**src/verilog/scaler_pkg.sv**
```systemverilog
package scaler_pkg;

	// source and destination lengths and indices.
	localparam int C_WIDTH = 12;

	// four thresholds plus an overflow code.
	localparam int C_SPLIT_ID_WIDTH = 2;
	localparam int C_SPLITS = 1 << C_SPLIT_ID_WIDTH;

	// doubled centers times a length.
	localparam int C_POS_WIDTH = 2 * C_WIDTH + 1;

	typedef logic [C_SPLIT_ID_WIDTH:0] split_id_t;

	typedef struct packed {
		logic                   valid;
		logic                   s_advance;
		logic                   m_first;
		logic                   m_last;
		logic                   a_last;
		logic [C_WIDTH-1:0]     idx0;
		logic [C_WIDTH-1:0]     idx1;
		logic [C_POS_WIDTH-1:0] s_c;
		logic [C_POS_WIDTH-1:0] m_c;
	} coord_rec_t;

	typedef struct packed {
		logic               s_advance;
		logic               m_first;
		logic               m_last;
		logic               a_last;
		logic [C_WIDTH-1:0] idx0;
		logic [C_WIDTH-1:0] idx1;
		split_id_t          split_id;
	} split_rec_t;

	typedef struct packed {
		logic [C_WIDTH-1:0]          idx0;
		logic [C_WIDTH-1:0]          idx1;
		logic [C_SPLIT_ID_WIDTH:0]   w0;
		logic [C_SPLIT_ID_WIDTH:0]   w1;
		logic                        line_start;
		logic                        line_end;
	} blend_out_t;

	typedef enum logic {
		IDLE,
		SHOW
	} blend_state_t;

endpackage

```
**src/verilog/scaler_stepper.sv**
```systemverilog
`timescale 1ns/1ps

module scaler_stepper import scaler_pkg::*; (
	input  logic               clk,
	input  logic               resetn,
	input  logic               i_start,
	input  logic [C_WIDTH-1:0] i_s_nbr,
	input  logic [C_WIDTH-1:0] i_m_nbr,
	input  logic [C_WIDTH-1:0] i_lines,
	input  logic               i_enable,
	output coord_rec_t         o_rec,
	output logic               o_busy
);

	logic [C_WIDTH-1:0] s_nbr_r, m_nbr_r, lines_r;
	logic [C_WIDTH-1:0] q_r, r_r;
	logic [C_WIDTH-1:0] m_cnt, line_cnt;
	logic               s_adv_r, busy_r;

	// qa is the unclamped source index, ra the spare distance past its center.
	logic signed [C_WIDTH:0]     qa;
	logic [C_WIDTH:0]            ra;
	logic [C_POS_WIDTH-1:0]      s_c_r;
	logic signed [C_POS_WIDTH:0] m_c_raw;

	logic [C_WIDTH-1:0]          sel_s, sel_m, div_q, div_r;
	logic signed [C_WIDTH:0]     qa_init, qa_step, qa_next;
	logic [C_WIDTH:0]            ra_init, ra_next, two_m;
	logic [C_WIDTH+1:0]          ra_sum, ra_wrap;
	logic                        carry;
	logic signed [C_POS_WIDTH:0] mc_init, mc_step, mc_next;
	logic [C_POS_WIDTH-1:0]      sc_step, sc_next;
	logic [C_WIDTH-1:0]          s_cur, s_nxt;
	logic                        m_last, a_last;

	always_comb begin
		sel_s = i_start ? i_s_nbr : s_nbr_r;
		sel_m = i_start ? i_m_nbr : m_nbr_r;
		div_q = sel_s / sel_m;
		div_r = sel_s % sel_m;

		// first pixel of a line, in steps of two destination centers.
		qa_init = ($signed({1'b0, div_q}) - 1) >>> 1;
		ra_init = {1'b0, div_r} + (div_q[0] ? '0 : {1'b0, sel_m});
		mc_init = (C_POS_WIDTH+1)'(sel_s) - (C_POS_WIDTH+1)'(div_r)
			- (div_q[0] ? '0 : (C_POS_WIDTH+1)'(sel_m));

		// each step adds q source pixels, plus one on remainder carry.
		two_m   = {m_nbr_r, 1'b0};
		ra_sum  = {1'b0, ra} + {1'b0, r_r, 1'b0};
		carry   = ra_sum >= {1'b0, two_m};
		ra_wrap = carry ? ra_sum - {1'b0, two_m} : ra_sum;
		qa_step = qa + $signed({1'b0, q_r}) + $signed({{C_WIDTH{1'b0}}, carry});
		mc_step = m_c_raw + (C_POS_WIDTH+1)'({s_nbr_r - r_r, 1'b0})
			+ (carry ? (C_POS_WIDTH+1)'(two_m) : '0);
		sc_step = s_c_r + C_POS_WIDTH'({s_nbr_r, 1'b0});

		m_last  = (m_cnt == m_nbr_r - 1'b1);
		a_last  = m_last && (line_cnt == lines_r - 1'b1);

		qa_next = m_last ? qa_init : qa_step;
		ra_next = m_last ? ra_init : ra_wrap[C_WIDTH:0];
		mc_next = m_last ? mc_init : mc_step;
		sc_next = m_last ? C_POS_WIDTH'(sel_s) : sc_step;

		s_cur = qa[C_WIDTH] ? '0 : qa[C_WIDTH-1:0];
		s_nxt = qa_next[C_WIDTH] ? '0 : qa_next[C_WIDTH-1:0];
	end

	always_comb begin
		o_rec.valid     = busy_r;
		o_rec.s_advance = s_adv_r;
		o_rec.m_first   = (m_cnt == '0);
		o_rec.m_last    = m_last;
		o_rec.a_last    = a_last;
		o_rec.idx0      = s_cur;
		o_rec.idx1      = (s_cur == s_nbr_r - 1'b1) ? s_cur : s_cur + 1'b1;
		o_rec.s_c       = s_c_r;
		// left of the first source center, clamp to pixel 0.
		o_rec.m_c       = qa[C_WIDTH] ? C_POS_WIDTH'(m_nbr_r) : m_c_raw[C_POS_WIDTH-1:0];
	end

	always_ff @(posedge clk) begin
		if (!resetn) begin
			busy_r   <= 1'b0;
			m_cnt    <= '0;
			line_cnt <= '0;
			s_adv_r  <= 1'b0;
		end else if (i_start) begin
			busy_r   <= 1'b1;
			m_cnt    <= '0;
			line_cnt <= '0;
			s_adv_r  <= 1'b0;
		end else if (busy_r && i_enable) begin
			if (a_last)
				busy_r <= 1'b0;
			if (m_last) begin
				m_cnt    <= '0;
				line_cnt <= line_cnt + 1'b1;
				s_adv_r  <= 1'b0;
			end else begin
				m_cnt    <= m_cnt + 1'b1;
				s_adv_r  <= (s_nxt != s_cur);
			end
		end
	end

	always_ff @(posedge clk) begin
		if (i_start) begin
			s_nbr_r <= i_s_nbr;
			m_nbr_r <= i_m_nbr;
			lines_r <= i_lines;
			q_r     <= div_q;
			r_r     <= div_r;
			qa      <= qa_init;
			ra      <= ra_init;
			s_c_r   <= C_POS_WIDTH'(i_s_nbr);
			m_c_raw <= mc_init;
		end else if (busy_r && i_enable) begin
			qa      <= qa_next;
			ra      <= ra_next;
			s_c_r   <= sc_next;
			m_c_raw <= mc_next;
		end
	end

	assign o_busy = busy_r;

	a_no_restart: assert property (@(posedge clk) disable iff (!resetn)
		i_start |-> !o_busy);

endmodule

```
**src/verilog/scaler_spliter.sv**
```systemverilog
`timescale 1ns/1ps

module scaler_spliter import scaler_pkg::*; (
	input  logic               clk,
	input  logic               resetn,
	input  logic [C_WIDTH-1:0] i_m_nbr,
	input  logic               i_enable,
	input  coord_rec_t         i_rec,
	output logic               o_valid,
	output split_rec_t         o_rec
);

	logic [C_WIDTH:0] thr [C_SPLITS];

	logic                     s0_valid;
	split_rec_t               s0_rec;
	logic signed [C_WIDTH+1:0] s0_diff;
	logic [C_SPLITS-1:0]      cmp;

	logic       s1_valid;
	split_rec_t s1_rec;

	logic [C_POS_WIDTH-1:0] diff_full;
	split_id_t              id_enc;

	// n/4 of m_nbr, rounded down.
	function automatic logic [C_WIDTH:0] quarter(input logic [C_WIDTH-1:0] m,
		input int unsigned n);
		logic [C_WIDTH+2:0] p;
		p = m * (C_WIDTH+3)'(n);
		return p[C_WIDTH+2:2];
	endfunction

	// thresholds at 1/8, 3/8, 5/8 and 7/8 of a source step.
	always_ff @(posedge clk) begin
		for (int k = 0; k < C_SPLITS; k++)
			thr[k] <= quarter(i_m_nbr, 2 * k + 1);
	end

	assign diff_full = i_rec.s_c - i_rec.m_c;

	always_ff @(posedge clk) begin
		if (!resetn)
			s0_valid <= 1'b0;
		else if (i_enable)
			s0_valid <= i_rec.valid;
	end

	always_ff @(posedge clk) begin
		if (i_enable) begin
			s0_rec.s_advance <= i_rec.s_advance;
			s0_rec.m_first   <= i_rec.m_first;
			s0_rec.m_last    <= i_rec.m_last;
			s0_rec.a_last    <= i_rec.a_last;
			s0_rec.idx0      <= i_rec.idx0;
			s0_rec.idx1      <= i_rec.idx1;
			s0_rec.split_id  <= '0;
			// both neighbors are one pixel at the line edges.
			s0_diff <= (i_rec.idx0 == i_rec.idx1) ? '0 : diff_full[C_WIDTH+1:0];
		end
	end

	always_comb begin
		for (int k = 0; k < C_SPLITS; k++)
			cmp[k] = s0_diff <= $signed({1'b0, thr[k]});
	end

	// smallest matching threshold, overflow code otherwise.
	always_comb begin
		id_enc = split_id_t'(C_SPLITS);
		for (int k = C_SPLITS - 1; k >= 0; k--)
			if (cmp[k])
				id_enc = split_id_t'(k);
	end

	always_ff @(posedge clk) begin
		if (!resetn)
			s1_valid <= 1'b0;
		else if (i_enable)
			s1_valid <= s0_valid;
	end

	always_ff @(posedge clk) begin
		if (i_enable) begin
			s1_rec          <= s0_rec;
			s1_rec.split_id <= id_enc;
		end
	end

	assign o_valid = s1_valid;
	assign o_rec   = s1_rec;

	a_thermometer: assert property (@(posedge clk) disable iff (!resetn)
		s0_valid |-> ((~cmp & (~cmp + 1'b1)) == '0));

endmodule

```
**src/verilog/split_fifo.sv**
```systemverilog
`timescale 1ns/1ps

module split_fifo import scaler_pkg::*; #(
	parameter int C_FIFO_DEPTH = 16
) (
	input  logic       clk,
	input  logic       resetn,
	input  logic       i_valid,
	input  split_rec_t i_rec,
	output logic       o_room,
	input  logic       i_pop,
	output logic       o_empty,
	output split_rec_t o_rec
);

	localparam int C_AW = $clog2(C_FIFO_DEPTH);

	split_rec_t mem [C_FIFO_DEPTH];

	// top bit tells a full buffer from an empty one.
	logic [C_AW:0] wr_ptr;
	logic [C_AW:0] rd_ptr;
	logic          full;
	logic          wr_en;

	assign full = (wr_ptr[C_AW] != rd_ptr[C_AW])
		&& (wr_ptr[C_AW-1:0] == rd_ptr[C_AW-1:0]);
	assign o_room  = !full;
	assign o_empty = (wr_ptr == rd_ptr);
	assign wr_en   = i_valid && !full;

	always_ff @(posedge clk) begin
		if (!resetn) begin
			wr_ptr <= '0;
			rd_ptr <= '0;
		end else begin
			if (wr_en)
				wr_ptr <= wr_ptr + 1'b1;
			if (i_pop)
				rd_ptr <= rd_ptr + 1'b1;
		end
	end

	always_ff @(posedge clk) begin
		if (wr_en)
			mem[wr_ptr[C_AW-1:0]] <= i_rec;
	end

	// head word is shown ahead of the pop.
	assign o_rec = mem[rd_ptr[C_AW-1:0]];

	a_no_underflow: assert property (@(posedge clk) disable iff (!resetn)
		i_pop |-> !o_empty);

endmodule

```
**src/verilog/blend_selector.sv**
```systemverilog
`timescale 1ns/1ps

module blend_selector import scaler_pkg::*; (
	input  logic       clk,
	input  logic       resetn,
	input  logic       i_ready,
	input  logic       i_empty,
	input  split_rec_t i_rec,
	output logic       o_pop,
	output logic       o_valid,
	output blend_out_t o_blend,
	output logic       o_frame_done
);

	blend_state_t state;
	blend_out_t   out_r;
	logic         done_r;

	assign o_pop = !i_empty && i_ready;

	always_ff @(posedge clk) begin
		if (!resetn) begin
			state  <= IDLE;
			done_r <= 1'b0;
		end else begin
			case (state)
				IDLE: if (o_pop) state <= SHOW;
				SHOW: if (!o_pop) state <= IDLE;
				default: state <= IDLE;
			endcase
			done_r <= o_pop && i_rec.a_last;
		end
	end

	// split id k puts k quarters on the right neighbor.
	always_ff @(posedge clk) begin
		if (o_pop) begin
			out_r.idx0       <= i_rec.idx0;
			out_r.idx1       <= i_rec.idx1;
			out_r.w1         <= i_rec.split_id;
			out_r.w0         <= split_id_t'(C_SPLITS) - i_rec.split_id;
			out_r.line_start <= i_rec.m_first;
			out_r.line_end   <= i_rec.m_last;
		end
	end

	assign o_valid      = (state == SHOW);
	assign o_blend      = out_r;
	assign o_frame_done = done_r;

	a_weights: assert property (@(posedge clk) disable iff (!resetn)
		o_valid |-> (o_blend.w0 + o_blend.w1) == C_SPLITS);

endmodule

```
**src/verilog/scaler_top.sv**
```systemverilog
`timescale 1ns/1ps

module scaler_top import scaler_pkg::*; #(
	parameter int C_FIFO_DEPTH = 16
) (
	input  logic               clk,
	input  logic               resetn,
	input  logic               i_start,
	input  logic [C_WIDTH-1:0] i_s_nbr,
	input  logic [C_WIDTH-1:0] i_m_nbr,
	input  logic [C_WIDTH-1:0] i_lines,
	input  logic               i_ready,
	output logic               o_valid,
	output blend_out_t         o_blend,
	output logic               o_frame_done,
	output logic               o_busy
);

	coord_rec_t step_rec;
	split_rec_t spl_rec;
	split_rec_t fifo_rec;
	logic       spl_valid;
	logic       room;
	logic       fifo_empty;
	logic       pop;

	// producer side freezes when the buffer is full.
	scaler_stepper u_stepper (
		.clk      (clk),
		.resetn   (resetn),
		.i_start  (i_start),
		.i_s_nbr  (i_s_nbr),
		.i_m_nbr  (i_m_nbr),
		.i_lines  (i_lines),
		.i_enable (room),
		.o_rec    (step_rec),
		.o_busy   (o_busy)
	);

	scaler_spliter u_spliter (
		.clk      (clk),
		.resetn   (resetn),
		.i_m_nbr  (i_m_nbr),
		.i_enable (room),
		.i_rec    (step_rec),
		.o_valid  (spl_valid),
		.o_rec    (spl_rec)
	);

	split_fifo #(
		.C_FIFO_DEPTH (C_FIFO_DEPTH)
	) u_fifo (
		.clk     (clk),
		.resetn  (resetn),
		.i_valid (spl_valid),
		.i_rec   (spl_rec),
		.o_room  (room),
		.i_pop   (pop),
		.o_empty (fifo_empty),
		.o_rec   (fifo_rec)
	);

	blend_selector u_blend (
		.clk          (clk),
		.resetn       (resetn),
		.i_ready      (i_ready),
		.i_empty      (fifo_empty),
		.i_rec        (fifo_rec),
		.o_pop        (pop),
		.o_valid      (o_valid),
		.o_blend      (o_blend),
		.o_frame_done (o_frame_done)
	);

endmodule

```
**config.mk**
```make
export PLATFORM = sky130hd
export DESIGN_NAME = scaler_top
export DESIGN_NICKNAME = d
export VERILOG_FILES = /design/src/verilog/scaler_pkg.sv /design/src/verilog/scaler_stepper.sv /design/src/verilog/scaler_spliter.sv /design/src/verilog/split_fifo.sv /design/src/verilog/blend_selector.sv /design/src/verilog/scaler_top.sv
export SDC_FILE = /design/constraint.sdc
export NUM_CORES = 1
export LEC_CHECK = 0
export BUFFER_PORTS_ARGS = -buffer_cell sky130_fd_sc_hd__buf_2
export CAP_MARGIN = 20
export CORE_ASPECT_RATIO = 0.5
export CORE_MARGIN = 3
export CORE_UTILIZATION = 64
export CTS_CLUSTER_DIAMETER = 120
export DETAILED_ROUTE_END_ITERATION = 6
export GPL_ROUTABILITY_DRIVEN = 0
export HOLD_SLACK_MARGIN = 0.08
export PLACE_DENSITY = 0.81
export SYNTH_ARGS = -nofsm -noshare
export SYNTH_HDL_FRONTEND = slang
export SYNTH_SLANG_ARGS = --single-unit
```
**constraint.sdc**
```tcl
create_clock -name clk -period 38.6 [get_ports clk]
set_input_delay 7.72 -clock clk [delete_from_list [all_inputs] [get_ports clk]]
set_output_delay 7.72 -clock clk [all_outputs]
set_load 0.02 [all_outputs]
```
After elaboration in Yosys (flattened, before gate mapping)
Memories as Yosys holds them, arrays and structs flattened. A register that Yosys moved wholly into a read port is not among the register bits.
Cells that the tools add are included.
Word-level totals
  register bits: 282
  RAM bits: 548
  input bits: 40
  output and inout bits: 35
  word-level logic and storage cells: 136
  memories: 2
Memory list
  u_fifo.mem: words 16, width 31, rd ports 1, clocked after memory_dff 1, write ports 1, RTL line split_fifo.sv:18  | split_rec_t mem [C_FIFO_DEPTH];
  u_spliter.thr: words 4, width 13, rd ports 4, clocked after memory_dff 0, write ports 4, RTL line scaler_spliter.sv:13  | logic [C_WIDTH:0] thr [C_SPLITS];
Cells by class
  add/sub/neg operators: 22
  multipliers: 3
  divide/modulo/power cells: 2
  order comparisons: 5
  eq/ne operators: 8
  multiplexer cells: 35
  bitwise operators: 1
  reduce and logical (&&, ||, !) cells: 16
Operator list (count)
  12-bit 2-to-1 mux: 10
  13-bit 2-to-1 mux: 8
  26-bit 2-to-1 mux: 3
  14-bit less-or-equal comparator: 4
  12-bit equality test: 4
  12-bit by 1-bit adder with 12-bit output (second input constant): 3
  12-bit by 1-bit subtractor with 12-bit output (second input constant): 3
  12-bit by 3-bit multiplier with 15-bit output (second input constant): 2
  26-bit by 13-bit adder with 26-bit output: 1
  26-bit adder: 1
  26-bit subtractor: 1
  25-bit by 13-bit adder with 25-bit output: 1
  25-bit 2-to-1 mux: 1
  13-bit by 13-bit adder with 14-bit output: 1
  14-bit by 13-bit greater-or-equal comparator with 1-bit output: 1
  12-bit by 2-bit multiplier with 14-bit output (second input constant): 1
  14-bit 2-to-1 mux: 1
  14-bit subtractor: 1
  12-bit by 13-bit adder with 13-bit output: 1
  13-bit adder: 1
  13-bit by 2-bit adder with 13-bit output: 1
  12-bit by 1-bit subtractor with 13-bit output (second input constant): 1
  12-bit by 12-bit subtractor with 13-bit output: 1
  13-bit subtractor: 1
  21 further kinds: 39

Depth between registers and ports, before layout
  depth in word-level cells: 7
  gate-level depth with buffers: 118
  gate-level depth less buffers: 110

Hierarchy
From an unflattened synthesis, not the netlist that was laid out.
Unflattened totals
  cells, all modules: 3644
  area total of the unflattened synthesis: 45327.2 um^2
Modules (own cells, without submodules)
  split_fifo: instances 1, cells an instance 775, area each 19406.1 um^2, seq. area each 15174.6 um^2
  scaler_stepper: instances 1, cells an instance 2202, area each 17810.8 um^2, seq. area each 4234.1 um^2
  scaler_spliter: instances 1, cells an instance 626, area each 7074.3 um^2, seq. area each 3193.1 um^2
  blend_selector: instances 1, cells an instance 41, area each 1036.0 um^2, seq. area each 970.9 um^2

Worst setup path before layout
No wires, ideal clock.
  kind: input port to flip-flop
  start point: in i_start
  end point: reg u_stepper.m_c_raw[12] (data pin)
  setup time: 255 ps
  arrival: 30429 ps
  data required time: 38345 ps
  setup slack: 7916 ps
  cell stages on the path: 104
  buffers on the path: 11
  cells stage by stage: buf_6 -> buf_2 -> buf_2 -> nand2_1 -> a21boi_0 -> ha_1 -> and3_4 -> nor2_1 -> ha_1 -> o21ai_0 -> nand2b_1 -> and4_1 -> buf_2 -> o31ai_2 -> ha_1 -> o21ai_0 -> a2111oi_4 -> or3b_1 -> [... 68 more ...] -> inv_1 -> ha_1 -> o21bai_1 -> xor2_1 -> xnor2_1 -> ha_1 -> a21o_1 -> a21oi_1 -> o21bai_1 -> a21oi_1 -> o21bai_1 -> a21oi_1 -> o21bai_1 -> a21oi_1 -> o21ai_0 -> o311ai_0 -> o21ai_0 -> and3_1
On the way
  word-level cells in the longest chain between the ends: 7
  elaborated cells on any way between the ends: 10
RTL lines
  start, declared: RTL line scaler_top.sv:8  | input logic i_start,
  12-bit 2-to-1 mux (on tied branches)
  12-bit by 12-bit modulo with 12-bit output (*): RTL line scaler_stepper.sv:40  | div_r = sel_s % sel_m;
  via u_stepper.div_r[0]: RTL line scaler_stepper.sv:26  | logic [C_WIDTH-1:0] sel_s, sel_m, div_q, div_r;
  12-bit by 12-bit subtractor with 13-bit output (*): RTL line scaler_stepper.sv:45  | mc_init = (C_POS_WIDTH+1)'(sel_s) - (C_POS_WIDTH+1)'(div_r)
  26-bit subtractor (*): RTL line scaler_stepper.sv:46  | - (div_q[0] ? '0 : (C_POS_WIDTH+1)'(sel_m));
  26-bit 2-to-1 mux: RTL line scaler_stepper.sv:63  | mc_next = m_last ? mc_init : mc_step;
  26-bit 2-to-1 mux: RTL line scaler_stepper.sv:119  | end else if (busy_r && i_enable) begin
  26-bit 2-to-1 mux (*): RTL line scaler_stepper.sv:109  | if (i_start) begin
  end signal, assigned: RTL line scaler_stepper.sv:118  | m_c_raw <= mc_init;
  end signal, assigned: RTL line scaler_stepper.sv:123  | m_c_raw <= mc_next;
  end, declared: RTL line scaler_stepper.sv:24  | logic signed [C_POS_WIDTH:0] m_c_raw;
The timed path passes the listed nets; every way through them passes the cells marked *. The select of a mux whose other input is x is not followed.
A chain may end at the register's enable or synchronous reset.

Final worst setup path
Ends and elaborated chain as after synthesis.

==> impl_metrics.py <==
metrics = {
    "status": {
        "status": "completed",
    },
    "setup_path": {
        "cp.arrival_ps": 34400,
        "crit_slowest_cell": "inv_1",
        "reg2reg_to": "u_stepper.m_c_raw[12]$_DFFE_PP_",
        "crit_required_ps": 38990,
        "critPathTopFamily": "compound AO/OA/AOI/OAI gates",
        "worstPathMaxFanout": 52,
        "path_class": "input port to flip-flop",
        "crit_top_cell": "ha_1",
        "r2r-start": "u_stepper.m_nbr_r[4]$_DFF_P_",
        "worst-r2r-cell-count": 96,
        "end_kind": "flip-flop",
        "regToRegSetupSlack_ps": 12010,
        "critPathLaunchType": "input port",
        "max_stage_delay_ps": 770,
        "cp_num_buf_inv": 8,
    },
    "synth": {
        "seq_area_frac_synth": 0.528,
        "synth_compound_area_frac": 0.103,
        "avgSynthCellArea_um2": 12.8,
        "synth_area_um2": 42600,
        "yosys.area_share.simple": 0.0835,
        "synthXorXnorAreaFrac": 0.0517,
        "syn_inst": 3332,
        "synth_top_flop_cell": "edfxtp_1",
        "synth_top_area_frac": 0.473,
        "synth_seq_cells": 787,
        "synth_edf_count": 670,
        "synthArstFlopShare": 0,
        "syn_nets": 3700,
        "synth_fa_ha_area_frac": 0.104,
        "synth.largest_area_cell": "edfxtp_1",
        "synth_mux_area_frac": 0.0976,
        "ys_warn_count": 0,
        "synth_top_family_by_area": "adder cells",
        "ys_types": 106,
        "yosys-top-cells-area": "edfxtp_1 (47%), ha_1 (8.6%), mux4_2 (7.9%)",
    },
    "power_and_ir_drop": {
        "power.share.combinational": 0.520,
        "p_seq_frac": 0.312,
        "p_leak_nw": 17.7,
        "p_int_w": 0.00239,
        "total_switching_power_w": 0.00168,
        "peakVddDrop_v": 0.0000686,
        "finalPower_w": 0.00407,
        "swShare": 0.413,
        "p_clk_frac": 0.168,
        "cellPowerDensity_nw_per_um2": 87.9,
    },
    "clocking": {
        "tritoncts": "yes",
        "post_cts_resized": 0,
        "cts_sinks": 787,
        "cts_setup_buffers": 0,
        "clk_pin_slew_ps": 70,
        "cts_inserted_buffers": 70,
        "h-tree-depth": 3,
        "ctsRootBufferMaster": "clkbuf_16",
        "holdBufCountCts": 0,
        "cts.path.max_buffers": 3,
        "clkLatencyLatePin_ps": 630,
    },
    "min_path": {
        "whs_endpoint": "u_spliter.o_rec[23]$_DFFE_PN_",
        "min_path_type": "flip-flop to flip-flop",
        "min_from": "u_spliter.s0_rec[23]$_DFFE_PN_",
        "min_path_cells": 0,
    },
    "sta": {
        "fin_worst_skew_ps": 31.3,
        "slew_headroom": 0.236,
        "setup_tns_ps": 0,
        "slew_viol_final": 0,
        "setup_viol": 0,
        "clock.fmax_ghz": 0.0294,
        "hold_viol": 0,
        "tightestPinTransition_ps": 1150,
        "fin_crit_sh": 0.881,
        "timing.final.crit_period_ps": 34020,
        "rsz0062_at_grt": "false",
    },
    "global_routing": {
        "grt_pass1_vias": 28700,
        "grt_remaining_overflow": 0,
        "grt_max_degree": 78,
        "track_usage": 0.328,
        "grt_pass1_wl_mm": 172,
        "antenna_found_initial": 1,
    },
    "drt": {
        "drtIter0Drc": 3238,
        "post-route-drc-count": 0,
        "avgViaCountPerCell": 6.56,
        "drtPass1Iterations": 5,
        "vias": 28700,
        "wl_mm": 114,
        "detail_route.wl_per_cell_um": 26.0,
        "ant_nets": 0,
    },
    "final_layout": {
        "syn2layout_area_growth_pct": 8.88,
        "fin_nets": 3798,
        "layout-drive-gt1-share": 0.143,
        "n_antenna_cell": 0,
    },
    "floorplanning": {
        "die_height_um": 188,
        "die-area_um2": 69800,
        "core_um2": 65400,
        "row_count": 66,
        "initial_core_util": 0.651,
        "die_w_um": 371,
        "pin_count": 75,
    },
    "run": {
        "max_cap_viol_count": 0,
    },
    "placement": {
        "dp_hpwl_mm": 72.7,
        "io_buffers": 74,
    },
}
==> placed cells by master, fill, tap and decap left out, types with 36 or more instances in the layout <==
master / count
mux4_2: 150
o21a_1: 68
nand3_1: 51
inv_1: 265
xor2_1: 87
a21oi_1: 175
o21bai_1: 38
xnor2_1: 164
ha_1: 292
fa_1: 36
o21ai_0: 112
dfxtp_1: 113
nor2b_1: 42
nor3_1: 49
buf_4: 47
edfxtp_1: 670
nand2_1: 181
clkbuf_16: 72
a21o_1: 61
nor2_1: 180
buf_2: 73
mux2_2: 37
==> worst max-delay path by stage <==
stage	start	endpoint	slack, ps	cells past startpoint
2_1_floorplan	i_start	u_stepper.m_c_raw[12]$_DFFE_PP_	7920	104
5_1_grt	i_start	u_stepper.m_c_raw[12]$_DFFE_PP_	2880	98
3_3_place_gp	i_start	u_stepper.m_c_raw[12]$_DFFE_PP_	5640	97
6_report	i_start	u_stepper.m_c_raw[12]$_DFFE_PP_	4580	97
4_1_cts	i_start	u_stepper.m_c_raw[12]$_DFFE_PP_	5220	97
3_5_place_dp	i_start	u_stepper.m_c_raw[12]$_DFFE_PP_	4650	96
==> layout make-up <==
type / count / area (um2)
clock inverters: 29 / 219
repair buffers: 121 / 726
multi-input cells: 2177 / 18800
flip-flops and latches: 787 / 22500
clock buffers: 98 / 1950
well taps: 884 / 1110
fillers: 4298 / 19100
inverters: 273 / 1030
==> cell usage after synthesis (68+ instances only) <==
cell / number
a21oi_1: 175
dfxtp_1: 117
edfxtp_1: 670
ha_1: 292
inv_1: 265
mux4_2: 150
nand2_1: 182
nor2_1: 193
o21a_1: 68
o21ai_0: 113
xnor2_1: 164
xor2_1: 87
==> through the flow <==
step                      utilization  area (um2)  setup slack [ps]  std cells  hold slack, ps
after floorplan                     -       42600              7920       3332             400
after detailed placement        0.675       44200              4650       4241             405
after CTS                       0.708       46300              5220       4368             421
after global routing            0.709       46300              2880       4369             442
final                           0.709       46300              4580       4369             422
after global placement          0.675       44200              5640       4241             401
==> per-layer routing <==
layer | routed length, um | vias to the layer above | track usage
met3 | 10800 | 315 | 0.0592
met1 | 43000 | 14100 | 0.434
li1 | - | 12600 | -
met2 | 54800 | 1597 | 0.544
met4 | 5090 | 2 | 0.133
met5 | 13 | - | 0
==> cells by family after synthesis <==
kind of cell    Yosys count
flops                   787
simple gates            721
compound gates          651
buf+inv                 368
fa+ha+maj               332
xor+xnor                251
mux                     222
==> state kept, by name, summed over array words and instances (netlist names), 14 cells and up, named ones only <==
name,cells
u_spliter.o_rec,30
u_spliter.s0_rec,27
u_blend.o_blend,31
u_spliter.s0_diff,14
u_stepper.s_c_r,14
u_stepper.m_c_raw,14
u_fifo.mem,480
u_spliter.thr,48
==> power by group through the flow <==
stage                     Clock (W)  Combinational [W]  Sequential (W)
final                      0.000686            0.00212         0.00127
after global routing       0.000721            0.00234         0.00128
after CTS                  0.000691            0.00208         0.00126
after detailed placement          0            0.00205         0.00128
after global placement            0            0.00199         0.00127
after floorplan                   0            0.00162         0.00121
(Power assumes the default switching activity.)
